$ cat src/soc_config.svh
`ifndef SOC_CONFIG_SVH
`define SOC_CONFIG_SVH

`define SOC_ADDR_W 32
`define SOC_DATA_W 32

// address map, top addresses are exclusive
`define SOC_BRAM_BASE  32'h0000_0000
`define SOC_BRAM_TOP   32'h0000_1000
`define SOC_UART_BASE  32'h1000_0000
`define SOC_UART_TOP   32'h1000_0010
`define SOC_CLINT_BASE 32'h0200_0000
`define SOC_CLINT_TOP  32'h0200_C000

`define SOC_BRAM_WORDS 1024 // must cover the whole bram range

`define SOC_UART_CLKS_PER_BIT 8

`define SOC_UNMAPPED_RDATA 32'hDEAD_BEEF

`endif
$ cat src/soc_pkg.sv
`include "soc_config.svh"

package soc_pkg;

  typedef logic [`SOC_ADDR_W-1:0] addr_t;
  typedef logic [`SOC_DATA_W-1:0] data_t;
  typedef logic [`SOC_DATA_W/8-1:0] strb_t; // one enable per byte lane

  typedef logic [2*`SOC_DATA_W-1:0] time_t; // mtime and mtimecmp span two words

  typedef enum logic {
    ARB_IDLE,
    ARB_BUSY
  } arb_state_e;

  typedef enum logic [1:0] {
    UART_IDLE,
    UART_START,
    UART_DATA,
    UART_STOP
  } uart_state_e;

endpackage

$ cat src/addr_decoder.sv
`timescale 1ns/1ps
`include "soc_config.svh"

module addr_decoder (
  input  logic           clk,
  input  logic           arst_n,
  input  logic           bus_valid,
  input  logic           bus_instr,
  input  soc_pkg::addr_t bus_addr,
  input  soc_pkg::data_t bus_wdata,
  input  soc_pkg::strb_t bus_wstrb,
  output soc_pkg::data_t bus_rdata,
  output logic           bus_ready,
  output logic           bram_valid,
  output logic           uart_valid,
  output logic           clint_valid,
  output soc_pkg::addr_t per_addr,
  output soc_pkg::data_t per_wdata,
  output soc_pkg::strb_t per_wstrb,
  input  soc_pkg::data_t bram_rdata,
  input  logic           bram_ready,
  input  soc_pkg::data_t uart_rdata,
  input  logic           uart_ready,
  input  soc_pkg::data_t clint_rdata,
  input  logic           clint_ready
);
  import soc_pkg::*;

  logic  bram_hit;
  logic  uart_hit;
  logic  clint_hit;
  logic  unmapped_ready;
  addr_t base;

  // instruction fetches are only served from bram
  assign bram_hit  = (bus_addr >= `SOC_BRAM_BASE) && (bus_addr < `SOC_BRAM_TOP);
  assign uart_hit  = !bus_instr && (bus_addr >= `SOC_UART_BASE) && (bus_addr < `SOC_UART_TOP);
  assign clint_hit = !bus_instr && (bus_addr >= `SOC_CLINT_BASE) && (bus_addr < `SOC_CLINT_TOP);

  assign bram_valid  = bus_valid && bram_hit;
  assign uart_valid  = bus_valid && uart_hit;
  assign clint_valid = bus_valid && clint_hit;

  always_comb begin
    if (clint_hit) begin
      base = `SOC_CLINT_BASE;
    end else if (uart_hit) begin
      base = `SOC_UART_BASE;
    end else begin
      base = `SOC_BRAM_BASE;
    end
  end

  assign per_addr  = bus_addr - base;
  assign per_wdata = bus_wdata;
  assign per_wstrb = bus_wstrb;

  always_ff @(posedge clk or negedge arst_n) begin
    if (!arst_n) begin
      unmapped_ready <= 1'b0;
    end else begin
      unmapped_ready <= bus_valid && !(bram_hit || uart_hit || clint_hit) && !unmapped_ready;
    end
  end

  always_comb begin
    if (bram_ready) begin
      bus_rdata = bram_rdata;
      bus_ready = 1'b1;
    end else if (uart_ready) begin
      bus_rdata = uart_rdata;
      bus_ready = 1'b1;
    end else if (clint_ready) begin
      bus_rdata = clint_rdata;
      bus_ready = 1'b1;
    end else if (unmapped_ready) begin
      bus_rdata = `SOC_UNMAPPED_RDATA;
      bus_ready = 1'b1;
    end else begin
      bus_rdata = '0;
      bus_ready = 1'b0;
    end
  end

  a_one_peer: assert property (@(posedge clk) disable iff (!arst_n)
    $onehot0({bram_valid, uart_valid, clint_valid}));

endmodule

$ cat config.mk
export PLATFORM = sky130hd
export DESIGN_NAME = addr_decoder
export DESIGN_NICKNAME = d
export VERILOG_FILES = /design/src/soc_pkg.sv /design/src/addr_decoder.sv
export VERILOG_INCLUDE_DIRS = /design/src
export SDC_FILE = /design/constraint.sdc
export NUM_CORES = 1
export LEC_CHECK = 0
export ABC_CLOCK_PERIOD_IN_PS = 2150
export BUFFER_PORTS_ARGS = -buffer_cell sky130_fd_sc_hd__buf_2
export CAP_MARGIN = 20
export CORE_AREA = 4 4 106 108
export CTS_CLUSTER_SIZE = 16
export DETAILED_ROUTE_END_ITERATION = 12
export DIE_AREA = 0 0 110 112
export PLACE_DENSITY = 0.54
export SETUP_SLACK_MARGIN = 0.02
export SYNTH_ARGS = -nofsm -noshare
export SYNTH_HDL_FRONTEND = slang
export SYNTH_SLANG_ARGS = --single-unit
$ cat constraint.sdc
create_clock -name clk -period 2.15 [get_ports clk]
set_input_delay 0 -clock clk [delete_from_list [all_inputs] [get_ports clk]]
set_output_delay 0 -clock clk [all_outputs]
set_load 0.05 [all_outputs]
# Yosys cells after proc, flatten, opt, wreduce, memory -nomap -nowiden
# Cells that the tools add are included.
word_totals:
  input_bits: 171
  ff_bits: 1
  out_inout_bits: 104
classes:
  n_mux: 10
  n_lt_le_gt_ge: 6
  addsub: 1
  n_reduce_logical: 15
op_table:
  columns: ["cell", "n"]
  rows:
  - ["32-bit two-way mux", 5]
  - ["32-bit by 1-bit >= comparator with 1-bit output (second input constant)", 1]
  - ["32-bit by 26-bit >= comparator with 1-bit output (second input constant)", 1]
  - ["32-bit by 29-bit >= comparator with 1-bit output (second input constant)", 1]
  - ["32-bit by 13-bit less-than comparator with 1-bit output (second input constant)", 1]
  - ["32-bit by 26-bit less-than comparator with 1-bit output (second input constant)", 1]
  - ["32-bit by 29-bit less-than comparator with 1-bit output (second input constant)", 1]
  - ["32-bit subtractor", 1]
  - ["29-bit two-way mux", 1]
  - ["1-bit logical AND", 10]
  - ["1-bit two-way mux", 4]
  - ["1-bit zero test", 3]
  - ["1-bit logical OR", 2]

# Longest topological paths before layout
logic_depth:
  depth_word: 8
  depth_mapped: 9
  ltp_nobuf: 9

# Worst setup path before layout
# No wires, ideal clock.
synth_timing:
  path_kind: "input to output"
  startpoint: "input port bus_addr[27]"
  endpoint: "output port per_addr[31]"
  t_arrival_ns: 2.256
  n_path_buf: 0
  stages: 9
  setup_slack_ns: -0.106
  path_cell_list: "or3_4 -> a2111oi_4 -> nor2b_4 -> ha_1 -> ha_1 -> nand2b_1 -> a21oi_1 -> nand2_1 -> xnor2_1"
synth_between:
  elab_chain_cells: 6
synth_rtl:
  columns: ["element", "line", "rtl"]
  rows:
  - ["from (decl)", "addr_decoder.sv:9", "input soc_pkg::addr_t bus_addr,"]
  - ["32-bit by 29-bit >= comparator with 1-bit output (no source line)", null, null]
  - ["1-bit logical AND (2 in series)", "addr_decoder.sv:37", "assign uart_hit = !bus_instr && (bus_addr >= `SOC_UART_BASE) && (bus_addr < `SOC_UART_TOP);"]
  - ["29-bit two-way mux", "addr_decoder.sv:47", "end else if (uart_hit) begin"]
  - ["32-bit two-way mux", "addr_decoder.sv:45", "if (clint_hit) begin"]
  - ["32-bit subtractor (*)", "addr_decoder.sv:54", "assign per_addr = bus_addr - base;"]
  - ["to (decl)", "addr_decoder.sv:17", "output soc_pkg::addr_t per_addr,"]
# Every way passes the cells marked *; elsewhere a longest branch is shown, timed or not.

# Worst setup path after layout
# Ends and elaborated chain as after synthesis.

==> qor.yml <==
floorplan:
  core_um2: 10230
  die-area_um2: 12320
  die_w_um: 110
  io_pins: 275
  std_cell_rows: 37
  die_h_um: 112
  start_util_pct: 14.36
route:
  viasPerCell: 4.112
  drcViolationCount: 0
  detail_route.first_pass.iterations: 4
  drtIter0Drc: 63
  wl_per_cell_um: 13.20
  wl_um: 6388
  vias: 1990
  final_antenna_net_count: 0
placed_design:
  dp_cells: 483
  port_buffers: 194
  hpwl_um: 5588
  gp_congestion: 0.8006
  post-place-ws_ns: -0.05193
global_routing:
  overflow: 0
  grt_pass1_vias: 1996
  grtUsageTotal_pct: 8.689
  grt_max_degree: 42
  antenna_found_initial: 0
  grt_first_pass_wirelength_um: 9073
cells_and_area:
  drive_above_1_share_pct: 61.78
  largest_reg_flops: 1
  stdcell_count: 484
  area.growth.synth_to_final_pct: 51.36
  nFillCells: 1139
  finalNetCount: 524
  regMostFlops: "unmapped_ready"
  n_antenna_cell: 0
  multi_input_area_um2: 868.3
  mostFrequentLayoutCells: "buf_2 (192), inv_1 (28), a21oi_1 (23), a221o_1 (23), nand2_1 (15)"
  reg_top3: "unmapped_ready x1"
  seq_area_um2: 25.02
  final_common_cell: "buf_2"
synthesis:
  syn_inst: 221
  yosysSeqAreaShare_pct: 1.704
  syn_nets: 395
  netlist_area_um2: 1469
  syn_area_per_cell_um2: 6.647
  netlist-cell-type-count: 32
  ys_seq_elements: 1
  yosysWarnings: 0
outcome:
  status: "finished clean"
timing:
  tns_ns: 0
  finalSetupViolCount: 0
  rsz0062_at_grt: "false"
  fin_crit_sh_pct: 92.66
  finalClockSkew_ns: 0
  worst_slew_pin_slew_ns: 0.5888
  layout_setup_ws_ns: 0.1579
  relSlewSlack_pct: 60.67
  fmax_ghz: 0.5020
  maxSlewViolCount: 0
  final.min_clock_period_ns: 1.992
  holdWs_ns: 0.00001802
  hold_violations: 0
worst_setup_path:
  reg2reg_slack_ns: 1.17
  critical_path_class: "input port to primary output"
  start_kind: "input port"
  endpoint_kind: "primary output"
  crit_required_ns: 2.15
  cp_max_fo: 3
  cp.arrival_ns: 1.99
power:
  p_leak_nw: 1.256
  vdd.ir_drop.worst_mv: 0.1181
  power.density_nw_per_um2: 325.9
clock_tree:
  post_cts_buffers: 0
  worstSkewPairLatency_ns: 0
job:
  cap_violations: 0
hold_path:
  hp-class: "input port to primary output"
-- synthesized netlist by cell type --
master,n,share of area (%)
or3_4,1,0.77
inv_1,28,7.2
nand2b_1,1,0.43
a22oi_1,8,4.1
o221ai_1,1,0.60
a21oi_1,24,8.2
buf_4,61,31
nor4_1,3,1.3
nand4_1,1,0.43
nand4b_1,1,0.60
xnor2_1,1,0.60
clkbuf_1,8,2.0
xor2_1,4,2.4
a2111oi_4,1,1.9
o21ai_0,9,3.1
nor3_1,1,0.34
nand2_1,15,3.8
or4_1,1,0.51
dfrtp_1,1,1.7
a211oi_1,1,0.51
nor3_2,2,1.4
and2_1,1,0.43
o21ai_2,1,0.60
nand4_2,1,0.85
nor2_1,8,2.0
a2111oi_0,1,0.60
nor2b_1,2,0.85
buf_2,6,2.0
nor2b_4,1,0.94
and2b_1,1,0.51
ha_1,3,2.6
a221o_1,23,16
-- layer usage --
layer | global-route usage, % | share of wire (%) | up-vias
li1 | - | - | 966
met4 | 0.9975 | 0.83 | 0
met5 | 0 | 0 | -
met2 | 16.34 | 49 | 124
met1 | 10.46 | 41 | 888
met3 | 1.333 | 9.4 | 12
-- stage by stage --
step	utilization [%]	power (mW)	cell area, um^2
3_3_place_gp	21.23	0.7133	2172
6_report	21.73	0.7246	2223
4_1_cts	21.47	0.7226	2197
5_1_grt	21.73	0.7640	2223
2_1_floorplan	-	0.7042	1484
3_5_place_dp	21.23	0.7164	2172
-- where the power goes --
| part | switching, mW | internal [mW] | total, mW | leakage [nW] |
|---|---|---|---|---|
| Clock | 0 | 0 | 0 | 0 |
| Sequential | 0.00180 | 0.0205 | 0.0223 | 0.0125 |
| Combinational | 0.482 | 0.221 | 0.702 | 1.24 |
-- layout make-up --
cell class	count	area share (%)
multi-input combinational	117	39.05
tap	136	7.653
timing repair buffer	202	47.44
inverter	28	4.727
sequential	1	1.125
-- what timing repair did --
item                                   CTS  global route
setup endpoints to repair                2             3
endpoints found under the hold margin    1             0
resized for setup                        3             7
gates cloned                             0             0
hold buffers                             1             0
-- cell families (layout without fill, tap and decap cells) --
group                    Yosys count  in the layout  share of synthesized area (%)
buffers and inverters            103            230                          42.42
adder cells (fa/ha/maj)            3              3                          2.556
flip-flops                         1              1                          1.703
AO/OA/AOI/OAI                     69             69                          35.18
XOR/XNOR                           5              5                          2.981
AND/OR/NAND/NOR                   40             40                          15.16
-- path summary, 6_finish.rpt --
| kind | from | endpoint | cells after the start |
|---|---|---|---|
| setup / recovery | bus_addr[27] | per_addr[31] | 11 |
| hold / removal | bus_wdata[16] | per_wdata[16] | 0 |
| setup reg to reg | unmapped_ready | unmapped_ready | 1 |
| hold reg to reg | unmapped_ready | unmapped_ready | 1 |
| max in group asynchronous | arst_n | unmapped_ready | 2 |
| min in group asynchronous | arst_n | unmapped_ready | 2 |
-- critical path, stage by stage --
cell       delay (ns)
buf_2            0.11
or3_4            0.41
a2111oi_4        0.19
nor2b_4          0.22
ha_1             0.19
ha_2             0.19
nand2b_1         0.07
a21oi_2          0.17
nand2_1          0.11
xnor2_2          0.16
buf_6            0.18
Note: power is estimated with default switching activity, not from simulation.
