### config.mk
export PLATFORM = sky130hd
export DESIGN_NAME = uart
export DESIGN_NICKNAME = d
export VERILOG_FILES = /design/src/soc_pkg.sv /design/src/uart.sv
export VERILOG_INCLUDE_DIRS = /design/src
export SDC_FILE = /design/constraint.sdc
export NUM_CORES = 1
export LEC_CHECK = 0
export BUFFER_PORTS_ARGS = -buffer_cell sky130_fd_sc_hd__buf_2
export CORE_MARGIN = 2
export CORE_UTILIZATION = 35
export CTS_CLUSTER_DIAMETER = 120
export DETAILED_ROUTE_END_ITERATION = 10
export PLACE_DENSITY = 0.78
export REMOVE_ABC_BUFFERS = 1
export SLEW_MARGIN = 10
export SYNTH_ARGS = -nofsm -noshare
export SYNTH_HDL_FRONTEND = slang
export SYNTH_SLANG_ARGS = --single-unit
export TNS_END_PERCENT = 100
### constraint.sdc
create_clock -name clk -period 1.8 [get_ports clk]
set_clock_uncertainty 0.2 [all_clocks]
set_input_delay 0.36 -clock clk [delete_from_list [all_inputs] [get_ports clk]]
set_output_delay 0.36 -clock clk [all_outputs]
set_load 0.02 [all_outputs]
### src/soc_config.svh
`ifndef SOC_CONFIG_SVH
`define SOC_CONFIG_SVH

`define SOC_ADDR_W 32
`define SOC_DATA_W 32

// address map, top addresses are exclusive
`define SOC_BRAM_BASE  32'h0000_0000
`define SOC_BRAM_TOP   32'h0000_1000
`define SOC_UART_BASE  32'h1000_0000
`define SOC_UART_TOP   32'h1000_0010
`define SOC_CLINT_BASE 32'h0200_0000
`define SOC_CLINT_TOP  32'h0200_C000

`define SOC_BRAM_WORDS 1024 // must cover the whole bram range

`define SOC_UART_CLKS_PER_BIT 8

`define SOC_UNMAPPED_RDATA 32'hDEAD_BEEF

`endif
### src/soc_pkg.sv
`include "soc_config.svh"

package soc_pkg;

  typedef logic [`SOC_ADDR_W-1:0] addr_t;
  typedef logic [`SOC_DATA_W-1:0] data_t;
  typedef logic [`SOC_DATA_W/8-1:0] strb_t; // one enable per byte lane

  typedef logic [2*`SOC_DATA_W-1:0] time_t; // mtime and mtimecmp span two words

  typedef enum logic {
    ARB_IDLE,
    ARB_BUSY
  } arb_state_e;

  typedef enum logic [1:0] {
    UART_IDLE,
    UART_START,
    UART_DATA,
    UART_STOP
  } uart_state_e;

endpackage

### src/uart.sv
`timescale 1ns/1ps
`include "soc_config.svh"

module uart (
  input  logic           clk,
  input  logic           arst_n,
  input  logic           valid,
  input  soc_pkg::addr_t addr,
  input  soc_pkg::data_t wdata,
  input  soc_pkg::strb_t wstrb,
  output soc_pkg::data_t rdata,
  output logic           ready,
  output logic           tx
);
  import soc_pkg::*;

  localparam int DIV_W = $clog2(`SOC_UART_CLKS_PER_BIT + 1);
  localparam logic [DIV_W-1:0] DIV_LAST = DIV_W'(`SOC_UART_CLKS_PER_BIT - 1);

  uart_state_e      state;
  logic [DIV_W-1:0] div_cnt;
  logic [2:0]       bit_cnt;
  logic [7:0]       shift_q;
  logic             access;
  logic             busy;
  logic             tx_start;
  logic             bit_end;

  assign access   = valid && !ready;
  assign busy     = (state != UART_IDLE);
  // a write to the data register while busy is dropped
  assign tx_start = access && (addr[3:2] == 2'd0) && wstrb[0] && !busy;
  assign bit_end  = (div_cnt == DIV_LAST);

  always_ff @(posedge clk or negedge arst_n) begin
    if (!arst_n) begin
      ready <= 1'b0;
    end else begin
      ready <= access;
    end
  end

  always_ff @(posedge clk) begin
    if (access) begin
      rdata <= (addr[3:2] == 2'd1) ? {{(`SOC_DATA_W-1){1'b0}}, busy} : '0;
    end
  end

  always_ff @(posedge clk or negedge arst_n) begin
    if (!arst_n) begin
      state   <= UART_IDLE;
      tx      <= 1'b1;
      div_cnt <= '0;
      bit_cnt <= '0;
    end else if (state == UART_IDLE) begin
      if (tx_start) begin
        state   <= UART_START;
        tx      <= 1'b0; // start bit
        div_cnt <= '0;
      end
    end else if (!bit_end) begin
      div_cnt <= div_cnt + 1'b1;
    end else begin
      div_cnt <= '0;
      case (state)
        UART_START: begin
          state   <= UART_DATA;
          tx      <= shift_q[0];
          bit_cnt <= '0;
        end
        UART_DATA: begin
          if (bit_cnt == 3'd7) begin
            state <= UART_STOP;
            tx    <= 1'b1;
          end else begin
            bit_cnt <= bit_cnt + 1'b1;
            tx      <= shift_q[0];
          end
        end
        default: state <= UART_IDLE; // end of the stop bit
      endcase
    end
  end

  always_ff @(posedge clk) begin
    if (tx_start) begin
      shift_q <= wdata[7:0];
    end else if (bit_end && (state == UART_START || state == UART_DATA)) begin
      shift_q <= shift_q >> 1; // lsb first
    end
  end

  a_idle_high: assert property (@(posedge clk) disable iff (!arst_n) (state == UART_IDLE) |-> tx);

endmodule

==> Word-level counts from Yosys, hierarchy flattened <==
Index checks and enable logic that the tools add are counted.
{ "word_totals": {"register_bits": 51, "latch_bits": 0, "ramBits": 0, "mem_bits_ro": 0, "inputBits": 71, "out_inout_bits": 34, "word_cells": 54, "mem_count": 0} }
{ "op_classes": {"addsub": 2, "multipliers": 0, "n_div": 0, "magnitude_cmp": 0, "eq_ne": 8, "shifts": 0, "muxes": 17, "bitwise": 1, "reduce_logical": 18} }
{ "op_table": {"columns": ["operator", "n"], "rows": [
  ["$mux 8", 2],
  ["$mux 4", 3],
  ["$mux 2", 4],
  ["$reduce_bool 2->1", 4],
  ["$pmux 3 s2", 1],
  ["$reduce_and 3->1", 2],
  ["$logic_and 1x1->1", 5],
  ["$add 4x1->4 const B", 1],
  ["$eq 2x1->1 const B", 2],
  ["$eq 4x3->1 const B", 1],
  ["$logic_not 2->1", 2],
  ["$mux 1", 4],
  ["$ne 2x2->1 const B", 2],
  ["$pmux 2 s2", 1],
  ["$reduce_and 4->1", 1],
  ["$add 3x1->3 const B", 1],
  ["$eq 3x3->1 const B", 1],
  ["$mux 3", 1],
  ["$ne 3x3->1 const B", 1],
  ["$reduce_bool 3->1", 1],
  ["$eq 2x2->1 const B", 1],
  ["$logic_not 1->1", 2],
  ["$pmux 1 s2", 1],
  ["$logic_or 1x1->1", 1],
  ["$not 1->1", 1]
]} }

==> Logic depth before layout (Yosys ltp) <==
{ "depth": {"ltp_word": 7, "depth_mapped": 6, "ltp_nobuf": 6} }

==> Worst setup path after synthesis <==
No wires, ideal clock.
{ "synth_timing": {"kind": "register to register", "startpoint": "register bit_cnt[0]", "endpoint": "register state[1]", "setup_ns": 0.125, "arrival_ns": 1.380, "required_time_ns": 1.475, "setup_slack_ns": 0.095, "path_stages_with_launch": 7, "path_buffers": 0, "period_less_slack_ns": 1.705, "cell_sequence": "dfrtp_1 -> ha_1 -> ha_1 -> inv_1 -> a21o_1 -> o21ai_2 -> mux2_4"} }
{ "synth_between": {"elab_chain_cells": 3} }
{ "synth_lines": {"columns": ["item", "line", "rtl"], "rows": [
  ["start, declared", "uart.sv:22", "logic [2:0] bit_cnt;"],
  ["start signal, assigned", "uart.sv:76", "bit_cnt <= bit_cnt + 1'b1;"],
  ["$eq 3x3->1", "uart.sv:72", "if (bit_cnt == 3'd7) begin"],
  ["$ne 3x3->1 (no source line)", null, null],
  ["$reduce_and 3->1 (no source line)", null, null],
  ["end signal, assigned", "uart.sv:67", "state <= UART_DATA;"],
  ["end signal, assigned", "uart.sv:73", "state <= UART_STOP;"],
  ["end signal, assigned", "uart.sv:80", "default: state <= UART_IDLE;"],
  ["end, declared", "uart.sv:20", "uart_state_e state;"]
]} }
Every way passes these cells.
A chain may end at the register's enable or synchronous reset.

==> Final worst setup path <==
Same ends and word-level chain as after synthesis.

==> metrics.csv <==
metric;value;unit
status;completed;
tritoncts.num_buffers;3;
synth.distinct_cells;33;
p_total;0.9159;mW
cts.clk_slew.worst_paths;0.07;ns
power.density;621.9;nW/um^2
place.gp.congestion;0.7116;
yosys_warnings;0;
start_util;36.19;%
antenna_found_initial;0;
clk_path_buf_depth;2;
cts_max_level;1;
fillers;361;
core_area;3633;um^2
initialDrtViolationCount;17;
critPathArrivalTime;1.69;ns
postRouteAntennaNets;0;
drive_above_1_share;35.42;%
dr_total_vias;812;
syn-cell-area;1315;um^2
wirelength;2019;um
worst_r2r_startpoint;bit_cnt[0]$_DFFE_PN0P_;
worstHoldPathCells;2;
wl_per_cell;10.52;um
rr_worst_depth;6;
pin_count;105;
track_usage;9.989;%
finalNetCount;222;
cellLeakagePower;0.6934;nW
die_area;4263;um^2
clk_latency;0.26;ns
syn2layout_area_growth;11.99;%
crit_type;reg2reg;
drc;0;
setup_viol;0;
fin_setup_tns;0;ns
whs_endpoint;ready$_DFF_PN0_;
die-height;65.30;um
cp-end-kind;register;
maxCapViolCount;0;
yosysSeqAreaShare;41.58;%
min_period;1.743;ns
worst_setup_path_start_kind;register;
fmax;573.9;MHz
cp.required;1.75;ns
postSynthCellCount;116;
die_x;65.30;um
port_buffers;16;
final_hold_viol_count;0;
min_from;valid;
syn_avg_cell_area;11.34;um^2
clkSinkCount;20;
drv_slew;0;
path_max_fanout;4;
overflow;0;
grt_pass1_wl;3222;um
dpl.hpwl;1531;um
min_period_over_period;96.81;%
fp-row-count;22;
r2r_slack;0.06;ns
cts_root_buf;clkbuf_8;
ys_seq_elements;20;
drtPass1Iterations;4;
insertedDiodeCount;0;
tritoncts;yes;
grt_pass1_vias;731;
ir_drop;484.1;uV
viasPerCell;4.229;
worstReg2RegEnd;state[1]$_DFFE_PN0P_;
hold_class;in2reg;
grt_start_max_net_pins;14;
## layout by cell type, fill, tap and decap left out, drive strengths merged
master / instances
conb: 31
buf: 25
dfrtp: 10
edfxtp: 9
mux2: 9
nand2: 8
ha: 6
inv: 5
o22ai: 5
a21oi: 4
clkbuf: 4
nor2: 4
a22o: 3
and2b: 3
nor3: 2
nand3: 2
o21ai: 2
nor3b: 1
and4bb: 1
nand4b: 1
nand3b: 1
nand2b: 1
a21o: 1
and3: 1
a32oi: 1
mux2i: 1
xnor2: 1
dlygate4sd3: 1
dfstp: 1
## power breakdown
part / internal [mW] / switching (mW) / total (mW)
registers: 0.477 / 0.00127 / 0.479
clock network: 0.195 / 0.148 / 0.343
logic: 0.0192 / 0.0751 / 0.0943
total: 0.691 / 0.225 / 0.916
## stage by stage
step	utilization, %	cells	area, um^2	hold WS [ns]	worst slack, ns
floorplan	-	114	1191	-0.1356	-0.1090
global placement	37.88	184	1376	0.05137	0.04459
detailed placement	37.88	184	1376	0.05372	0.01608
CTS	39.74	189	1444	0.1582	0.002671
global route	40.53	192	1473	0.1723	-0.01025
finish	40.53	192	1473	0.1635	0.05745
## cell families after synthesis
family	count (synthesis)	share of synthesized area, %
buffers and inverters	37	19.41
adder cells (fa/ha/maj)	6	5.709
AND/OR/NAND/NOR	25	13.42
flip-flops	20	41.58
XOR/XNOR	1	0.6662
other	1	0.2852
AO/OA/AOI/OAI	16	8.183
multiplexers	10	10.75
## metal layers
layer / vias to the layer above / global-route usage (%) / wire length [um] / share of wire [%]
li1: 397 / - / - / -
met1: 380 / 12.19 / 913 / 45
met3: 4 / 2.055 / 104 / 5.2
met5: - / 0 / 0 / 0
met4: 0 / 4.688 / 37 / 1.8
met2: 31 / 16.84 / 963 / 48
## registers in the layout, summed over array words and instances (netlist names)
signal / flops
bit_cnt: 3
state: 2
tx: 1
ready: 1
rdata: 1
div_cnt: 4
shift_q: 8
## synthesized netlist by cell type
cell type | count | area, um^2
buf_4 | 31 | 232.7
dfrtp_1 | 10 | 250.2
edfxtp_1 | 9 | 270.3
mux2_4 | 8 | 120.1
nand2_1 | 7 | 26.28
ha_1 | 6 | 75.07
inv_1 | 5 | 18.77
o22ai_1 | 5 | 31.28
a21oi_1 | 4 | 20.02
a22o_1 | 3 | 26.28
nor2_1 | 3 | 11.26
and2b_4 | 2 | 20.02
nand3_1 | 2 | 10.01
nor3_1 | 2 | 10.01
a21o_1 | 1 | 7.510
a32oi_1 | 1 | 8.760
and2b_2 | 1 | 8.760
and3_2 | 1 | 7.510
and4bb_4 | 1 | 16.27
clkbuf_1 | 1 | 3.750
conb_1 | 1 | 3.750
dfstp_2 | 1 | 26.28
mux2_2 | 1 | 11.26
mux2i_1 | 1 | 10.01
nand2_8 | 1 | 20.02
nand2b_1 | 1 | 6.260
nand3b_2 | 1 | 11.26
nand4b_2 | 1 | 15.01
nor2_2 | 1 | 6.260
nor3b_1 | 1 | 7.510
o21ai_0 | 1 | 5.000
o21ai_2 | 1 | 8.760
xnor2_1 | 1 | 8.760
## layout make-up
class                   count  area, um^2  share of cell area (%)
clock buffers               4       55.05                   3.738
inverters                   5       18.77                   1.274
multi-input cells          89       630.6                   42.82
flip-flops and latches     20       546.8                   37.13
well taps                  48       60.06                   4.078
repair buffers             26       161.4                   10.96
## worst max-delay path, cell delays in order (launching register included)
cell	delay, ns
dfrtp_1	0.38
ha_1	0.17
ha_2	0.20
inv_1	0.06
a21o_1	0.18
o21ai_2	0.13
mux2_4	0.31
## worst max path at each step
stage | end | cells past startpoint | from
finish | state[1]$_DFFE_PN0P_ | 6 | bit_cnt[0]$_DFFE_PN0P_
global route | state[1]$_DFFE_PN0P_ | 6 | bit_cnt[0]$_DFFE_PN0P_
CTS | state[1]$_DFFE_PN0P_ | 6 | bit_cnt[0]$_DFFE_PN0P_
detailed placement | shift_q[4]$_DFFE_PP_ | 5 | state[0]$_DFFE_PN0P_
global placement | shift_q[7]$_SDFFCE_PP0P_ | 4 | addr[2]
floorplan | shift_q[0]$_DFFE_PP_ | 5 | state[0]$_DFFE_PN0P_
## repair_timing
action | 4_1_cts | 5_1_grt
endpoints found under the hold margin | 10 | 0
endpoints found under the setup margin | 8 | 1
hold buffers | 1 | 0
gates resized for setup | 1 | 2
cloned | 0 | 0
setup buffers | 0 | 3
Power figures use the tool's default switching activity.
