File: src/soc_config.svh
`ifndef SOC_CONFIG_SVH
`define SOC_CONFIG_SVH

`define SOC_ADDR_W 32
`define SOC_DATA_W 32

// address map, top addresses are exclusive
`define SOC_BRAM_BASE  32'h0000_0000
`define SOC_BRAM_TOP   32'h0000_1000
`define SOC_UART_BASE  32'h1000_0000
`define SOC_UART_TOP   32'h1000_0010
`define SOC_CLINT_BASE 32'h0200_0000
`define SOC_CLINT_TOP  32'h0200_C000

`define SOC_BRAM_WORDS 1024 // must cover the whole bram range

`define SOC_UART_CLKS_PER_BIT 8

`define SOC_UNMAPPED_RDATA 32'hDEAD_BEEF

`endif
File: src/soc_pkg.sv
`include "soc_config.svh"

package soc_pkg;

  typedef logic [`SOC_ADDR_W-1:0] addr_t;
  typedef logic [`SOC_DATA_W-1:0] data_t;
  typedef logic [`SOC_DATA_W/8-1:0] strb_t; // one enable per byte lane

  typedef logic [2*`SOC_DATA_W-1:0] time_t; // mtime and mtimecmp span two words

  typedef enum logic {
    ARB_IDLE,
    ARB_BUSY
  } arb_state_e;

  typedef enum logic [1:0] {
    UART_IDLE,
    UART_START,
    UART_DATA,
    UART_STOP
  } uart_state_e;

endpackage

File: src/bus_arbiter.sv
`timescale 1ns/1ps

module bus_arbiter (
  input  logic           clk,
  input  logic           arst_n,
  input  logic           f_valid,
  input  logic           f_instr,
  input  soc_pkg::addr_t f_addr,
  input  soc_pkg::data_t f_wdata,
  input  soc_pkg::strb_t f_wstrb,
  output soc_pkg::data_t f_rdata,
  output logic           f_ready,
  input  logic           d_valid,
  input  logic           d_instr,
  input  soc_pkg::addr_t d_addr,
  input  soc_pkg::data_t d_wdata,
  input  soc_pkg::strb_t d_wstrb,
  output soc_pkg::data_t d_rdata,
  output logic           d_ready,
  output logic           bus_valid,
  output logic           bus_instr,
  output soc_pkg::addr_t bus_addr,
  output soc_pkg::data_t bus_wdata,
  output soc_pkg::strb_t bus_wstrb,
  input  soc_pkg::data_t bus_rdata,
  input  logic           bus_ready
);
  import soc_pkg::*;

  arb_state_e state;
  logic       grant_d; // the data port owns the bus
  logic       prio_d;  // the data port wins the next tie
  logic       pick_d;
  logic       busy;

  assign pick_d = d_valid && (!f_valid || prio_d);
  assign busy   = (state == ARB_BUSY);

  always_ff @(posedge clk or negedge arst_n) begin
    if (!arst_n) begin
      state   <= ARB_IDLE;
      grant_d <= 1'b0;
      prio_d  <= 1'b0;
    end else begin
      case (state)
        ARB_IDLE: begin
          if (f_valid || d_valid) begin
            state   <= ARB_BUSY;
            grant_d <= pick_d;
          end
        end
        ARB_BUSY: begin
          if (bus_ready) begin
            state  <= ARB_IDLE;
            prio_d <= !grant_d; // the other port goes first next time
          end
        end
        default: state <= ARB_IDLE;
      endcase
    end
  end

  assign bus_valid = busy && (grant_d ? d_valid : f_valid);
  assign bus_instr = grant_d ? d_instr : f_instr;
  assign bus_addr  = grant_d ? d_addr  : f_addr;
  assign bus_wdata = grant_d ? d_wdata : f_wdata;
  assign bus_wstrb = grant_d ? d_wstrb : f_wstrb;

  assign f_ready = busy && !grant_d && bus_ready;
  assign d_ready = busy && grant_d && bus_ready;
  assign f_rdata = grant_d ? '0 : bus_rdata;
  assign d_rdata = grant_d ? bus_rdata : '0;

  // a response from the decoder is only expected while a request owns the bus
  a_ready_in_busy: assert property (@(posedge clk) disable iff (!arst_n) bus_ready |-> busy);

endmodule

File: config.mk
export PLATFORM = sky130hd
export DESIGN_NAME = bus_arbiter
export DESIGN_NICKNAME = d
export VERILOG_FILES = /design/src/soc_pkg.sv /design/src/bus_arbiter.sv
export VERILOG_INCLUDE_DIRS = /design/src
export SDC_FILE = /design/constraint.sdc
export NUM_CORES = 1
export LEC_CHECK = 0
export BUFFER_PORTS_ARGS = -buffer_cell sky130_fd_sc_hd__clkbuf_2
export CAP_MARGIN = 40
export CORE_AREA = 2 2 121 123
export DETAILED_ROUTE_END_ITERATION = 10
export DIE_AREA = 0 0 123 125
export SLEW_MARGIN = 20
export SYNTH_ARGS = -nofsm -noshare
export SYNTH_HDL_FRONTEND = slang
export SYNTH_SLANG_ARGS = --single-unit
File: constraint.sdc
create_clock -name clk -period 1.5 [get_ports clk]
set_input_delay 0.3 -clock clk [delete_from_list [all_inputs] [get_ports clk]]
set_output_delay 0.3 -clock clk [all_outputs]
set_load 0.01 [all_outputs]
### Word level (Yosys, flattened, before mapping)

Index checks and enable logic that the tools add are counted.

| storage, ports and cells | value |
|---|---|
| bits in registers | 3 |
| latch bits | 0 |
| RAM bits | 0 |
| ROM bits | 0 |
| input port bits | 175 |
| output and inout port bits | 136 |
| word-level logic and storage cells | 26 |
| memories | 0 |

| operators by class | value |
|---|---|
| add/sub/neg operators | 0 |
| $mul | 0 |
| div/mod/pow operators | 0 |
| order comparisons | 0 |
| equality and inequality tests | 0 |
| shift-type cells | 0 |
| multiplexer cells | 10 |
| bitwise gates (word level) | 1 |
| reduce and logical (&&, ||, !) cells | 12 |

Operator list:

| cell | count |
|---|---|
| $mux W32 | 4 |
| $logic_and A1 B1 Y1 | 6 |
| $mux W1 | 4 |
| $mux W4 | 1 |
| $reduce_and A2 Y1 | 2 |
| $logic_not A1 Y1 | 2 |
| $logic_or A1 B1 Y1 | 2 |
| $pmux W1 S2 | 1 |
| $not A1 Y1 | 1 |

### Longest topological paths before layout

Gate-level depths: netlist of run 1.

| depth | value |
|---|---|
| depth after elaboration | 3 |
| depth in mapped cells | 3 |

### Worst setup path after synthesis of run 1

No wires, ideal clock.

| path | value |
|---|---|
| path type | register -> output |
| start point | register grant_d |
| end point | output bus_addr[10] |
| arrival | 0.978 ns |
| required time | 1.200 ns |
| setup slack | 0.222 ns |
| stages on the path, launching flop included | 4 |
| buffers on the path | 2 |
| cells stage by stage | dfrtp_1 -> buf_6 -> buf_8 -> mux2_4 |

| on the way | value |
|---|---|
| cells in the longest elaborated chain, start to end | 1 |

Ends and longest elaborated chain:

| what | RTL line | RTL |
|---|---|---|
| from (decl) | bus_arbiter.sv:31 | `logic grant_d;` |
| from (signal assigned) | bus_arbiter.sv:49 | `grant_d <= pick_d;` |
| $mux W32 | bus_arbiter.sv:65 | `assign bus_addr = grant_d ? d_addr : f_addr;` |
| to (decl) | bus_arbiter.sv:22 | `output soc_pkg::addr_t bus_addr,` |

Every way passes these cells.

### Worst setup path in the final report of run 1

| path | value |
|---|---|
| start point | register grant_d |
| end point | output bus_wdata[15] |

| on the way | value |
|---|---|
| cells in the longest elaborated chain, start to end | 1 |

Ends and longest elaborated chain:

| what | RTL line | RTL |
|---|---|---|
| $mux W32 | bus_arbiter.sv:66 | `assign bus_wdata = grant_d ? d_wdata : f_wdata;` |
| to (decl) | bus_arbiter.sv:23 | `output soc_pkg::data_t bus_wdata,` |

Every way passes these cells.

==> metrics.txt, run 1 <==
register bit total from synthesis=3; utilization after layout=0.2757; initial antenna violation count=0; Peak supply drop=~1100 uV; Layout Nets=between 600 and 700; fin crit share=1.178; GP Congestion=0.7682; post-DR vias/cell=3.610; Synth Area in Simple Gates=0.2569; CTS Buf Count=3; I/O pin count=roughly 310; post-synth net total=337; Clk Latency, worst-skew pair=~0.22 ns; register area share after synthesis=0.04367; slew at the pin closest to its max-slew limit=between 0.15 and 0.2 ns; core area=around 14,000 um^2; CTS Sinks=3; Synth Area in XOR/XNOR=0; CTS root buf=clkbuf_16; clk buf depth=2; Setup crit start kind=flop; Final HPWL DP=~7300 um; Switch Pwr=around 1.4 mW; leak pwr=between 2 and 2.5 nW; # DRC=0; design area=roughly 4000 um^2; htree depth=1; Buffers on Ports=310; Initial Util=0.1210; worst clock skew=about 0.0021 ns; hold path cells=3; Adder-Cell Fraction of Synth Area=0; die area=about 15,000 um^2; Layout Cells excl Fill=672; synthesized area=1719 um^2; DP Area=around 3500 um^2; status=complete, but fails checks; Hold WC Path Type=primary input to flop; R2R setup slack=roughly 0.22 ns; Netlist cell types=17; Post-Place Setup Slack=-0.04530 ns; DRT iter0 DRCs=13; row cnt=44; Synth Instances=around 160; Crit Reg-Reg Startpoint=grant_d; Seq pwr share=0.034; Syn-to-layout area delta=127.8%; drt pass-1 iters=3; gr ovfl total=0; largest family of logic cells by synthesized area=multiplexers; Hold Violations, Final=0; P_int=2.296 mW; final setup vio count=136; first-pass GRT wire length=approximately 11,000 um; Max-Cap Viols=0; Wirelength per Cell=12.36 um; min Tclk post-route=1.766 ns; r2r endpoint=prio_d; setup ws final=-0.2665 ns; Critical Path RT=between 1 and 1.5 ns; combinational cell fraction of total power=0.853; main area contributors after synthesis=mux2_4 56%, nor2b_1 13%, and2_1 12%; final wirelength=around 8300 um; Die Width=123 um; DP Cell Count=between 600 and 700; CP arrival=around 1.5 ns; post-synth top area share=0.5590; CTS tree=built; fraction of layout cells with a size suffix above 1=0.8730; Ant. Diodes=0; failing checks=setup timing; clock share of power=0.113; largest net degree at the start of global routing=21; GRT Total Usage=0.09435; Switching Fraction=0.3753; chip height=125 um; vias in the first global route=~2,200; fmax=0.5661 GHz; area leader, netlist=mux2_4; Compound-Gate Fraction of Synth Area=0.01456; Hold Startpoint=d_valid; Final Max Slew Viols=0; worst reg-to-reg path cell count=5; antenna-violating nets left=0; Hold Crit Endpoint=grant_d; post-synthesis mux area share=0.5975; Syn. warnings=0; RSZ-0062 raised after global routing=yes; CP endpoint kind=output port; Vias=approximately 2,400; Crit Path Category=flop to output port; pwr dens=938.5 nW/um^2; Mapped Avg Cell Area=around 11 um^2; Crit Path Max Fanout=11; worst relative slew slack=0.8811; clock-pin slew on the worst setup and hold paths=roughly 0.030 ns
worst max-delay path by stage:
stage | endpoint | slack [ns] | cells after the start | from
2_1_floorplan | bus_addr[10] | 0.22 | 3 | grant_d
3_3_place_gp | bus_wdata[29] | -0.04 | 4 | grant_d
3_5_place_dp | bus_addr[26] | -0.05 | 4 | grant_d
4_1_cts | bus_wdata[29] | -0.28 | 4 | grant_d
5_1_grt | bus_wdata[24] | -0.31 | 4 | grant_d
6_report | bus_wdata[15] | -0.27 | 4 | grant_d
cell usage in the layout (no fill, tap or decap), drive strengths merged:
| cell type | count |
|---|---|
| nor2b | 35 |
| nand2 | 2 |
| mux2i | 1 |
| bufbuf | 1 |
| mux2 | 69 |
| and3 | 1 |
| clkbuf | 282 |
| a2bb2oi | 1 |
| and2 | 32 |
| dlygate4sd3 | 1 |
| a21o | 1 |
| and3b | 1 |
| buf | 57 |
| o31a | 1 |
| dfrtp | 3 |
per-layer routing:
metal | global-route usage | part of all wire | vias to the layer above
met5 | 0 | 0 | -
met4 | 0.006016 | 0 | 0
met3 | 0.01277 | 0.088 | 0
met2 | 0.1914 | 0.53 | 151
met1 | 0.1057 | 0.38 | 1069
li1 | - | - | 1206
cell type report:
class                           instances  area [um^2]
Tap cell                              184        230.2
Fill cell                            1532        10290
Clock buffer                            4        78.83
Multi-Input combinational cell        144         1562
Sequential cell                         3        78.83
Timing Repair Buffer                  337         1967
worst max-delay path, stage by stage, from the launching register on:
cell and delay, ns:
dfrtp_4 0.49, buf_12 0.16, buf_4 0.16, mux2_4 0.29, clkbuf_2 0.13
state kept, by name, indices dropped and copies added (netlist names):
register	cells
grant_d	1
prio_d	1
busy	1
kinds of logic after synthesis:
family,count (synthesis)
AND/OR/NAND/NOR,71
flip-flops,3
AO/OA/AOI/OAI,3
buffers and inverters,15
multiplexers,70
cell usage after synthesis (all sizes together):
cell and number:
a21o 1, a2bb2oi 1, and2 32, and3 1, and3b 1, buf 12, clkbuf 3, dfrtp 3
mux2 69, mux2i 1, nand2 2, nor2b 35, o31a 1
power by group through the flow:
stage / Clock (mW) / Sequential, mW / Combinational [mW]
4_1_cts: 0.423 / 0.126 / 3.05
3_5_place_dp: 0 / 0.126 / 2.76
3_3_place_gp: 0 / 0.126 / 2.75
5_1_grt: 0.440 / 0.129 / 3.37
6_report: 0.414 / 0.125 / 3.14
2_1_floorplan: 0 / 0.111 / 1.73
through the flow:
step                setup TNS [ns]  power (mW)  hold slack [ns]
floorplan                        0       1.842         0.004409
global placement            -1.834       2.873           0.1072
detailed placement          -1.991       2.883           0.1091
CTS                         -25.98       3.603           0.3433
global route                -31.38       3.934           0.3583
finish                      -26.05       3.675           0.3488
repair_timing:
action | 4_1_cts | 5_1_grt
endpoints found under the hold margin | 3 | 0
endpoints found under the setup margin | 122 | 136
gates cloned | 2 | 0
setup buffers | 6 | 3
resized for setup | 23 | 49
hold buffers | 1 | 0
pin swaps | 0 | 0
Power figures use the tool's default switching activity.
==> run 2: changes to the inputs <==
==> constraint.sdc (replaced) <==
create_clock -name clk -period 1.5 [get_ports clk]
set_input_delay 0.15 -clock clk [delete_from_list [all_inputs] [get_ports clk]]
set_output_delay 0.15 -clock clk [all_outputs]
set_load 0.01 [all_outputs]
==> metrics.txt, run 2 (synthesized netlist as in run 1, its figures left out) <==
row cnt=44 (unchanged); final wirelength=8199 um (-1.3%); chip height=125 um (unchanged); DP Area=3500 um^2 (-1.2%); setup ws final=-0.1254 ns (+0.1411 ns); P_int=2.169 mW (-5.5%); pwr dens=929.7 nW/um^2 (-0.94%); Vias=2,409 (-0.70%); clock share of power=0.120 (+0.007); gr ovfl total=0 (unchanged); RSZ-0062 raised after global routing=yes; fraction of layout cells with a size suffix above 1=0.8509 (-0.02202); Switch Pwr=1.353 mW (-1.9%); fin crit share=1.084 (-0.09409); CTS tree=built; worst clock skew=0.001379 ns (-0.0007268 ns); core area=14,200 um^2 (unchanged); Crit Path Category=flop to output port; Post-Place Setup Slack=0.08922 ns (+0.1345 ns); clock-pin slew on the worst setup and hold paths=0.03 ns (about the same); Die Width=123 um (unchanged); Initial Util=0.1210 (unchanged); Final HPWL DP=7324 um (+0.36%); largest net degree at the start of global routing=21 (unchanged); failing checks=setup timing; Setup crit start kind=flop; Setup TNS Final=-7.630 ns (+18.42 ns); most common cell after layout, fill and taps aside=clkbuf_2; CP endpoint kind=output port; htree depth=1 (unchanged); Seq pwr share=0.035 (about the same); Syn-to-layout area delta=120.4%; Ant. Diodes=0 (unchanged); GRT Total Usage=0.09135 (-0.003001); CP arrival=1.48 ns (about the same); die area=15,380 um^2 (unchanged); drt pass-1 iters=4 (+1); I/O pin count=311 (unchanged); Peak supply drop=512.0 uV (-54%); worst relative slew slack=0.8745 (-0.006552); fmax=0.6152 GHz (+8.7%); vias in the first global route=2,238 (-0.49%); Hold WC Path Type=primary input to flop; Critical Path RT=1.35 ns (+0.15 ns); # DRC=0 (unchanged); CTS Sinks=3 (unchanged); min Tclk post-route=1.625 ns (-0.1411 ns); most frequent cells in the layout=290 x clkbuf_2, 64 x mux2_4, 32 x and2_1, 28 x nor2b_1, 19 x buf_2; Crit Path Max Fanout=10 (-1); DRT iter0 DRCs=18 (+5); first-pass GRT wire length=11,090 um (-2.5%); GP Congestion=0.7765 (+1.1%); CTS root buf=clkbuf_16; status=complete, but fails checks; fillcell total=1,550 (+1.2%); post-DR vias/cell=3.612 (about the same); CTS Buf Count=3 (unchanged); clk buf depth=2 (unchanged); Buffers on Ports=310 (unchanged); utilization after layout=0.2667 (-0.008985); final setup vio count=96 (-29%); R2R setup slack=0.33 ns (+0.11 ns); design area=3789 um^2 (-3.3%); Clk Latency, worst-skew pair=0.22 ns (about the same); initial antenna violation count=0 (unchanged); Switching Fraction=0.3841 (+0.008789); leak pwr=2.305 nW (-3.3%); Layout Nets=659 (-0.75%); Max-Cap Viols=0 (unchanged); combinational cell fraction of total power=0.845 (-0.008); Wirelength per Cell=12.29 um (-0.52%); Final Max Slew Viols=0 (unchanged); Hold Violations, Final=0 (unchanged); antenna-violating nets left=0 (unchanged); total power draw=3.522 mW (-4.2%); slew at the pin closest to its max-slew limit=0.1882 ns (+0.009828 ns)
[run 2: changes by cell type in the layout (fill, tap and decap cells not counted), sizes merged]
cell	delta
clkbuf	+13
bufbuf	-1
buf	-17
[run 2: worst paths after layout]
path / start / endpoint / cells after the start
worst max register to register: grant_d / prio_d / 4
worst min-delay path: d_valid / grant_d / 3
worst min register to register: prio_d / prio_d / 1
max in group asynchronous: arst_n / grant_d / 2
worst max-delay path: grant_d / bus_addr[1] / 4
min in group asynchronous: arst_n / busy / 2
[run 2: critical path: stages (launching register included)]
cell and delay, ns:
dfrtp_4 0.49, buf_12 0.16, buf_4 0.17, mux2_4 0.30, clkbuf_2 0.13
[run 2: power groups by stage]
stage	clock [mW]	combinational [mW]	sequential, mW
global route	0.440	3.20	0.128
floorplan	0	1.73	0.111
CTS	0.431	2.87	0.125
detailed placement	0	2.70	0.126
finish	0.422	2.98	0.125
global placement	0	2.69	0.125
[run 2: metrics by stage]
step                hold slack [ns]  instances
floorplan                   -0.1456        162
global placement           -0.04184        652
detailed placement         -0.04232        652
CTS                          0.1837        663
global route                 0.2162        667
finish                       0.1911        667
[run 2: area by class of cell]
class	count	area, um^2	area share
Clock buffer	4	78.83	0.02081
Sequential cell	3	78.83	0.02081
Multi-Input combinational cell	144	1516	0.4003
Timing Repair Buffer	332	1884	0.4974
Tap cell	184	230.2	0.06077
[run 2: routing by layer]
layer  share of wire  global-route usage
met1            0.38              0.1023
met2            0.53              0.1875
met3           0.088            0.009124
met4               0            0.006016
met5               0                   0
[run 2: timing repair]
action	4_1_cts	5_1_grt
cloned	1	1
buffers inserted	5	3
hold buffers	1	0
endpoints found under the hold margin	3	0
endpoints found under the setup margin	74	86
resized for setup	8	33
