**config.mk**
```make
export PLATFORM = sky130hd
export DESIGN_NAME = clint
export DESIGN_NICKNAME = d
export VERILOG_FILES = /design/src/soc_pkg.sv /design/src/clint.sv
export VERILOG_INCLUDE_DIRS = /design/src
export SDC_FILE = /design/constraint.sdc
export NUM_CORES = 1
export LEC_CHECK = 0
export ABC_CLOCK_PERIOD_IN_PS = 7300
export BUFFER_PORTS_ARGS = -buffer_cell sky130_fd_sc_hd__clkbuf_2
export CAP_MARGIN = 15
export CORE_AREA = 2 2 109 154
export DETAILED_ROUTE_END_ITERATION = 16
export DIE_AREA = 0 0 111 156
export GPL_TIMING_DRIVEN = 1
export PLACE_DENSITY = 0.79
export SYNTH_ARGS = -nofsm -noshare
export SYNTH_HDL_FRONTEND = slang
export SYNTH_SLANG_ARGS = --single-unit
```
**constraint.sdc**
```tcl
create_clock -name clk -period 7.3 [get_ports clk]
set_input_delay 1.46 -clock clk [delete_from_list [all_inputs] [get_ports clk]]
set_output_delay 1.46 -clock clk [all_outputs]
set_load 0.01 [all_outputs]
```
**src/soc_config.svh**
```systemverilog
`ifndef SOC_CONFIG_SVH
`define SOC_CONFIG_SVH

`define SOC_ADDR_W 32
`define SOC_DATA_W 32

// address map, top addresses are exclusive
`define SOC_BRAM_BASE  32'h0000_0000
`define SOC_BRAM_TOP   32'h0000_1000
`define SOC_UART_BASE  32'h1000_0000
`define SOC_UART_TOP   32'h1000_0010
`define SOC_CLINT_BASE 32'h0200_0000
`define SOC_CLINT_TOP  32'h0200_C000

`define SOC_BRAM_WORDS 1024 // must cover the whole bram range

`define SOC_UART_CLKS_PER_BIT 8

`define SOC_UNMAPPED_RDATA 32'hDEAD_BEEF

`endif
```
**src/soc_pkg.sv**
```systemverilog
`include "soc_config.svh"

package soc_pkg;

  typedef logic [`SOC_ADDR_W-1:0] addr_t;
  typedef logic [`SOC_DATA_W-1:0] data_t;
  typedef logic [`SOC_DATA_W/8-1:0] strb_t; // one enable per byte lane

  typedef logic [2*`SOC_DATA_W-1:0] time_t; // mtime and mtimecmp span two words

  typedef enum logic {
    ARB_IDLE,
    ARB_BUSY
  } arb_state_e;

  typedef enum logic [1:0] {
    UART_IDLE,
    UART_START,
    UART_DATA,
    UART_STOP
  } uart_state_e;

endpackage

```
**src/clint.sv**
```systemverilog
`timescale 1ns/1ps
`include "soc_config.svh"

module clint (
  input  logic           clk,
  input  logic           arst_n,
  input  logic           valid,
  input  soc_pkg::addr_t addr,
  input  soc_pkg::data_t wdata,
  input  soc_pkg::strb_t wstrb,
  output soc_pkg::data_t rdata,
  output logic           ready,
  output logic           msip,
  output logic           mtip
);
  import soc_pkg::*;

  localparam logic [15:0] MSIP_OFF     = 16'h0000;
  localparam logic [15:0] MTIMECMP_LO  = 16'h4000;
  localparam logic [15:0] MTIMECMP_HI  = 16'h4004;
  localparam logic [15:0] MTIME_LO     = 16'hBFF8;
  localparam logic [15:0] MTIME_HI     = 16'hBFFC;

  time_t       mtime;
  time_t       mtimecmp;
  logic [15:0] off;
  logic        access;
  logic        wr;

  function automatic data_t merge(data_t cur, data_t nxt, strb_t strb);
    data_t res;
    res = cur;
    for (int b = 0; b < `SOC_DATA_W/8; b++) begin
      if (strb[b]) begin
        res[8*b +: 8] = nxt[8*b +: 8];
      end
    end
    return res;
  endfunction

  assign off    = addr[15:0];
  assign access = valid && !ready;
  assign wr     = access && (wstrb != '0);

  always_ff @(posedge clk or negedge arst_n) begin
    if (!arst_n) begin
      ready    <= 1'b0;
      msip     <= 1'b0;
      mtip     <= 1'b0;
      mtime    <= '0;
      mtimecmp <= '1; // no timer interrupt until software sets a compare value
    end else begin
      ready <= access;
      mtime <= mtime + 1'b1;
      mtip  <= (mtime >= mtimecmp);
      if (wr) begin
        case (off)
          MSIP_OFF: begin
            if (wstrb[0]) begin
              msip <= wdata[0];
            end
          end
          MTIMECMP_LO: begin
            mtimecmp[`SOC_DATA_W-1:0] <= merge(mtimecmp[`SOC_DATA_W-1:0], wdata, wstrb);
          end
          MTIMECMP_HI: begin
            mtimecmp[2*`SOC_DATA_W-1:`SOC_DATA_W] <=
              merge(mtimecmp[2*`SOC_DATA_W-1:`SOC_DATA_W], wdata, wstrb);
          end
          default: ; // mtime is read only
        endcase
      end
    end
  end

  always_ff @(posedge clk) begin
    if (access) begin
      case (off)
        MSIP_OFF:    rdata <= {{(`SOC_DATA_W-1){1'b0}}, msip};
        MTIMECMP_LO: rdata <= mtimecmp[`SOC_DATA_W-1:0];
        MTIMECMP_HI: rdata <= mtimecmp[2*`SOC_DATA_W-1:`SOC_DATA_W];
        MTIME_LO:    rdata <= mtime[`SOC_DATA_W-1:0];
        MTIME_HI:    rdata <= mtime[2*`SOC_DATA_W-1:`SOC_DATA_W];
        default:     rdata <= '0;
      endcase
    end
  end

endmodule

```
---- Yosys cells after proc, flatten, opt, wreduce, memory -nomap -nowiden ----
Index checks and enable logic that the tools add are counted.
storage, ports and cells
  bits in registers ....................... 163
  logic and storage cells ................. 34
  output and inout bits ................... 35
  bits of input ports ..................... 71
operators by class
  add/subtract/negate cells ............... 1
  equality and inequality tests ........... 4
  order comparisons ....................... 1
  reductions and logical operators ........ 14
  multiplexer cells ....................... 1
operator list
  kind                                                    number
  case mux 32 bit (5 select lines)                        1
  adder 64 x 1 -> 64 bit (second input constant)          1
  >= comparator 64 bit                                    1
  equality test 16 x 15 -> 1 bit (second input constant)  2
  equality test 16 bit (second input constant)            2
  AND reduction 3 bit                                     9
  zero test 16 bit                                        1
  nonzero test 4 bit                                      1
  logical AND 1 bit                                       2
  zero test 1 bit                                         1

---- Longest topological paths before layout ----
Gate-level depths: netlist of the first run.
  depth in word-level cells ............... 4
  mapped depth ............................ 8
  mapped depth without buffers ............ 8

---- Worst setup path before layout of the first run ----
Ideal clock, no wire load.
  path kind ............................... input -> register
  start ................................... in valid
  end ..................................... reg mtimecmp[32]
  slack ................................... 3.609 ns
  stages on the path ...................... 4
  arrival ................................. 3.608 ns
  setup time .............................. 0.082 ns
  required time ........................... 7.218 ns
  buffers on the path ..................... 1
  path through ............................ nor2b_1 -> clkbuf_1 -> nand3_1 -> mux2_2
between the ends
  cells in the longest elaborated chain, start to end .. 3
ends and longest elaborated chain
  item                             RTL line     source
  from (decl)                      clint.sv:7   input logic valid,
  logical AND 1 bit                clint.sv:42  assign access = valid && !ready;
  via access                       clint.sv:27  logic access;
  logical AND 1 bit                clint.sv:43  assign wr = access && (wstrb != '0);
  AND reduction 3 bit (no line)    -
  to (signal, indexed assignment)  clint.sv:64  mtimecmp[`SOC_DATA_W-1:0] <= merge(mtimecmp[`SOC_DATA_W-1:0], wdata, wstrb);
  to (signal, indexed assignment)  clint.sv:67  mtimecmp[2*`SOC_DATA_W-1:`SOC_DATA_W] <=
  to (decl)                        clint.sv:25  time_t mtimecmp;
The timed path passes the listed nets, and every way through them passes these cells.
A chain may end at the register's enable or synchronous reset.

---- Final worst setup path of the first run ----
  start ................................... in addr[10]
  end ..................................... reg mtimecmp[0]
between the ends
  cells in the longest elaborated chain, start to end .. 2
ends and longest elaborated chain
  item                            RTL line     source
  from (decl)                     clint.sv:8   input soc_pkg::addr_t addr,
  equality test 16 x 15 -> 1 bit  clint.sv:57  case (off)
  AND reduction 3 bit (no line)   -
Every way passes these cells.

==> metrics.yaml, run 1 <==
global_routing:
  grt_use_met1: 0.269
  grt_first_pass_wirelength_mm: 34.3
  grt_pass1_vias: 6948
  track_usage: 0.251
  busiest_layer: "met2"
  grt_overflow: 0
  grt_max_degree: 82
  use_met3: 0.0346
  grt_antenna_before_repair: 0
  use_met2: 0.476
final_layout:
  multi_input_area_mm2: 0.00397
  area_growth_syn_to_layout_pct: 14.0
  drive_above_1_share: 0.263
  design_area_mm2: 0.00981
  final_nets: 1036
  n_antenna_cell: 0
  final.fill_count: 1280
  finish.utilization: 0.617
  register_area_mm2: 0.00432
floorplanning:
  initial_core_util: 0.542
  dieArea_mm2: 0.0173
  core_area_mm2: 0.0159
  ios: 106
  die_width_um: 111
  die_y_um: 156
  core.rowCount: 55
yosys:
  yosys_warnings: 0
  netlist_area_mm2: 0.00861
  synth-seq-area-share: 0.502
  synth_ff_type: "dfrtp_1"
  synth_nets: 945
  synth_cells: 809
  synthArstFlopShare: 0.804
  syn_avg_cell_area_um2: 10.6
  synth_edf_count: 32
  synthDistinctLibCells: 48
  ys_ff_latch: 163
clock_network:
  cts_buffers: 17
  root_buffer: "clkbuf_16"
  postCtsSetupBuffers: 0
  cts.path.max_buffers: 2
  clock_sinks: 163
  cts_tree: "yes"
  hold_buffers: 0
  cts_resized: 0
  insertion_delay_ps: 430
  clkTransAtPathRegs_ps: 60
  htree_levels: 4
power_and_ir_drop:
  p_per_area_mw_per_mm2: 186
  p_leak_nw: 4.74
  finalPower_mw: 1.82
  ir_drop_uv: 136
timing:
  fin_setup_tns_ps: 0
  setup_violations: 0
  worst_pin_slew_ps: 1020
  fin_crit_ps: 3390
  rsz0062_at_grt: "false"
  fmax_mhz: 295
  fin_skew_ps: 11.4
  hold_ws_ps: 514
  maxSlewViolCount: 0
  hold_viol: 0
  fin_crit_sh: 0.464
  relSlewSlack: 0.320
detailed_routing:
  antenna_left: 0
  finalWirelength_mm: 20.8
  firstDrtPassIters: 6
  vias_per_cell: 5.99
  routedWlPerCell_um: 18.7
  drc_errors: 0
  drtIter0Drc: 449
  vias: 6657
run:
  cap_violations: 0
worst_setup_path:
  r2r-start: "mtimecmp[5]"
  r2r_slack_ps: 4720
  end_kind: "register"
  rr_worst_depth: 8
  start_kind: "input port"
  critPathArrivalTime_ps: 3740
  critPathMaxFanout: 15
  critical_path_class: "input port to register"
  cp.required_ps: 7650
  worstReg2RegEnd: "mtip"
placed_design:
  io_buffers: 89
  dp_hpwl_mm: 14.9
  place_area_mm2: 0.00927
  place.gp.congestion: 0.848
status:
  status: "complete, no violations"
hold_path:
  hold_path.class: "register to register"
  holdPathStages: 1
  min_from: "mtime[63]"
  worstHoldEndpoint: "mtime[63]"
-- power by group --
group          switching [mW]  internal [mW]  total, mW
clock network           0.380          0.447      0.827
registers             0.00225          0.938      0.940
logic                  0.0376         0.0183     0.0560
total                   0.420           1.40       1.82
-- kinds of logic (layout without fill, tap and decap cells) --
family,after synthesis,in the layout,synth area share
and+or+nand+nor,279,279,0.161
DFF,163,163,0.502
AOI/OAI and AO/OA,116,116,0.0939
buffers and inverters,90,194,0.0401
adders and majority gates,65,65,0.0945
xor gates and xnor gates,62,62,0.0639
muxes,34,34,0.0445
-- state kept, by name, indices dropped and copies added, names as in the netlist --
register and count:
ready 1, mtime 64, msip 1, mtimecmp 64
rdata 32, mtip 1
-- synth_stat cells (31+ instances only) --
master | number | area [µm²]
a222oi_1 | 31 | 310
dfrtp_1 | 67 | 1680
dfstp_2 | 64 | 1680
edfxtp_1 | 32 | 961
ha_1 | 65 | 813
inv_1 | 70 | 263
mux2_2 | 34 | 383
nand2_1 | 134 | 503
nand3_1 | 34 | 170
nand4_1 | 32 | 200
o21ai_0 | 39 | 195
xnor2_1 | 47 | 412
-- placed cells by master (no fill, tap or decap), drive strengths merged, types with 3 or more instances in the layout --
master | Yosys | routed
dfstp | 64 | 64
nor4 | 12 | 12
buf | 1 | 4
clkinvlp | 0 | 3
nor2b | 3 | 3
edfxtp | 32 | 32
nor2 | 26 | 26
mux2 | 34 | 34
nand4 | 33 | 33
a222oi | 31 | 31
clkinv | 0 | 7
a221oi | 3 | 3
nand2 | 134 | 134
inv | 70 | 74
and3 | 16 | 16
and4 | 8 | 8
nor3 | 4 | 4
and2 | 3 | 3
xor2 | 15 | 15
clkbuf | 19 | 106
o21ai | 39 | 39
a21oi | 22 | 22
nand3 | 34 | 34
dfrtp | 67 | 67
a21o | 13 | 13
ha | 65 | 65
xnor2 | 47 | 47
-- layer usage --
metal | part of all wire | wire [µm]
met5 | 0 | 0
met2 | 0.56 | 11700
met3 | 0.034 | 700
met1 | 0.36 | 7550
met4 | 0.041 | 844
-- how the worst max path moves through the flow --
stage              from      endpoint  slack, ps  cells past startpoint
3_3_place_gp   addr[10]   mtimecmp[0]       3510                      6
2_1_floorplan     valid  mtimecmp[32]       3610                      4
3_5_place_dp   addr[10]   mtimecmp[0]       3510                      6
6_report       addr[10]   mtimecmp[0]       3910                      6
5_1_grt           valid  mtimecmp[13]       3760                      7
4_1_cts        addr[10]   mtimecmp[0]       3980                      6
-- area by class of cell --
class,count,area share
clock inverters,14,0.0107
well taps,199,0.0254
clock buffers,18,0.0447
multi-input cells,556,0.404
inverters,70,0.0268
flip-flops and latches,163,0.440
repair buffers,92,0.0479
-- stage by stage --
step                instances  worst slack (ps)
detailed placement       1080              3510
global route             1112              3760
floorplan                 809              3610
global placement         1080              3510
finish                   1112              3910
CTS                      1112              3980
-- critical path: stages --
cell	delay, ps
clkbuf_2	90
nor4_1	330
and3_1	230
nand4_1	380
nor2_1	840
mux2_2	410
(Power assumes the default switching activity.)
==> run 2: changes to the inputs <==
==> config.mk (replaced) <==
export PLATFORM = sky130hd
export DESIGN_NAME = clint
export DESIGN_NICKNAME = d
export VERILOG_FILES = /design/src/soc_pkg.sv /design/src/clint.sv
export VERILOG_INCLUDE_DIRS = /design/src
export SDC_FILE = /design/constraint.sdc
export NUM_CORES = 1
export LEC_CHECK = 0
export ABC_CLOCK_PERIOD_IN_PS = 2800
export BUFFER_PORTS_ARGS = -buffer_cell sky130_fd_sc_hd__clkbuf_2
export CAP_MARGIN = 15
export CORE_AREA = 2 2 111 156
export DETAILED_ROUTE_END_ITERATION = 16
export DIE_AREA = 0 0 113 158
export GPL_TIMING_DRIVEN = 1
export PLACE_DENSITY = 0.8
export SYNTH_ARGS = -nofsm -noshare
export SYNTH_HDL_FRONTEND = slang
export SYNTH_SLANG_ARGS = --single-unit
==> constraint.sdc (replaced) <==
create_clock -name clk -period 2.8 [get_ports clk]
set_input_delay 0.56 -clock clk [delete_from_list [all_inputs] [get_ports clk]]
set_output_delay 0.56 -clock clk [all_outputs]
set_load 0.01 [all_outputs]
==> run 2 against run 1 <==
Net effect: the flow now finishes with violations (design-rule violations); core utilization fell by 0.96 points; register-to-register slack got worse by 4400 ps; combinational power rose to 2.8 times the previous value; global-route usage rose by 0.084 points; clock skew rose by 1.7 ps; routed wire length rose by 3.6%; setup slack got worse by 3600 ps; first-iteration DRC count rose by 23%; sequential share of layout area fell by 1.0 points; critical endpoint is now mtip; largest cell class unchanged; highest routed layer unchanged.
==> metrics.yaml, run 2 (synthesized netlist as in run 1, its figures left out) <==
worst_setup_path:
  start_kind: "register"  # was input port
  r2r-start: "mtimecmp[5]"  # unchanged
  critPathArrivalTime_ps: 2820  # was 3740 ps
  critical_path_class: "register to register"  # was input port to register
  cp.required_ps: 3100  # was 7650 ps
  r2r_slack_ps: 280  # was 4720 ps
  rr_worst_depth: 8  # unchanged
  worstReg2RegEnd: "mtip"  # unchanged
  critPathMaxFanout: 2  # was 15
  end_kind: "register"  # unchanged
final_layout:
  mostFrequentLayoutCell: "nand2_1"  # unchanged
  area_growth_syn_to_layout_pct: 16.7  # was 14.0%
  n_antenna_cell: 0  # unchanged
  design_area_mm2: 0.0101  # was 0.00981 mm²
  final_nets: 1062  # was 1036
  final_cells: 1142  # was 1112
  drive_above_1_share: 0.283  # was 0.263
  final_cell_mix: "134 x nand2_1, 88 x clkbuf_2, 70 x inv_1"  # unchanged
  reg.largest.list: "mtime: 64 flops, mtimecmp: 64 flops, rdata: 32 flops"  # unchanged
timing:
  worst_pin_slew_ps: 715  # was 1020 ps
  maxSlewViolCount: 0  # unchanged
  hold_viol: 0  # unchanged
  fmax_mhz: 397
  fin_setup_tns_ps: 0  # unchanged
  fin_skew_ps: 13.1  # was 11.4 ps
  setup_violations: 0  # unchanged
  fin_crit_sh: 0.900
  fin_crit_ps: 2520
  relSlewSlack: 0.524  # was 0.320
  rsz0062_at_grt: "false"  # unchanged
floorplanning:
  ios: 106  # unchanged
  die_y_um: 158  # was 156 µm
  die_width_um: 113  # was 111 µm
  dieArea_mm2: 0.0179  # was 0.0173 mm²
  core.rowCount: 56  # was 55
  core_area_mm2: 0.0165  # was 0.0159 mm²
  initial_core_util: 0.521  # was 0.542
clock_network:
  cts_resized: 0  # unchanged
  root_buffer: "clkbuf_16"  # unchanged
  cts.path.max_buffers: 2  # unchanged
  clkTransAtPathRegs_ps: 70  # was 60 ps
  clock_sinks: 163  # unchanged
  postCtsSetupBuffers: 0  # unchanged
  cts_buffers: 17  # unchanged
  htree_levels: 4  # unchanged
  cts_tree: "yes"  # unchanged
  insertion_delay_ps: 430  # about the same
  hold_buffers: 0  # unchanged
placed_design:
  place.gp.congestion: 0.894  # was 0.848
  io_buffers: 89  # unchanged
  place_area_mm2: 0.00951  # was 0.00927 mm²
  dp_cells: 1110  # was 1080
  dp_hpwl_mm: 15.5  # was 14.9 mm
detailed_routing:
  firstDrtPassIters: 12  # was 6
  vias: 6792  # was 6657
  drtIter0Drc: 554  # was 449
  antenna_left: 0  # unchanged
  vias_per_cell: 5.95  # was 5.99
  routedWlPerCell_um: 18.9  # was 18.7 µm
  drc_errors: 6  # was 0
  finalWirelength_mm: 21.5  # was 20.8 mm
power_and_ir_drop:
  p_per_area_mw_per_mm2: 475  # was 186 mW/mm²
  finalPower_mw: 4.77  # was 1.82 mW
  p_leak_nw: 4.89  # was 4.74 nW
  ir_drop_uv: 392  # was 136 µV
global_routing:
  grt_pass1_vias: 7049  # was 6948
  grt_overflow: 0  # unchanged
  grt_max_degree: 54  # was 82
  grt_antenna_before_repair: 0  # unchanged
  grt_first_pass_wirelength_mm: 34.9  # was 34.3 mm
  track_usage: 0.252  # was 0.251
hold_path:
  hold_path.class: "input port to asynchronous set/reset pin"  # was register to register
status:
  status: "complete, but fails checks"  # was complete, no violations
  violations: "design-rule violations"
run:
  cap_violations: 0  # unchanged
## run 2: cell count changes in the layout (fill, tap and decap cells not counted), sizes merged
cell,delta
buf,+26
## run 2: critical path, stage by stage (launching register included)
cell     delay (ps)
dfstp_2         530
inv_1            50
ha_1            280
a21oi_1         210
o21ai_0         160
a221o_1         350
o31a_1          330
o41ai_1         360
nand2_1         120
## run 2: worst max-delay path by stage
stage,startpoint,cells past startpoint,end
6_report,mtimecmp[5],8,mtip
5_1_grt,mtimecmp[5],8,mtip
4_1_cts,mtimecmp[5],8,mtip
3_5_place_dp,mtimecmp[5],8,mtip
3_3_place_gp,mtimecmp[5],8,mtip
2_1_floorplan,valid,4,mtimecmp[32]
## run 2: power breakdown
part	leakage [nW]	total [mW]	internal, mW	switching (mW)
clock	0.261	2.17	1.16	1.00
sequential	1.90	2.45	2.44	0.00596
combinational	2.73	0.157	0.0547	0.102
## run 2: metal layers
metal | GRT usage | vias up | part of all wire
met4 | 0.151 | 0 | 0.053
met1 | 0.270 | 3354 | 0.36
met2 | 0.464 | 222 | 0.55
met3 | 0.0383 | 82 | 0.038
li1 | - | 3134 | -
met5 | 0 | - | 0
## run 2: through the flow
step | utilization | hold slack, ps | setup slack, ps
3_5_place_dp | 0.575 | 506 | 301
4_1_cts | 0.608 | 197 | 289
3_3_place_gp | 0.575 | 500 | 318
6_report | 0.608 | 177 | 279
2_1_floorplan | - | 264 | 9.23
5_1_grt | 0.608 | 229 | 159
## run 2: area by class of cell
type / instances / area (µm²)
Clock buffer: 18 / 439
Clock inverter: 14 / 103
Fill cell: 1325 / 6480
Inverter: 70 / 263
Multi-Input combinational cell: 556 / 3960
Sequential cell: 163 / 4320
Tap cell: 203 / 254
Timing Repair Buffer: 118 / 716
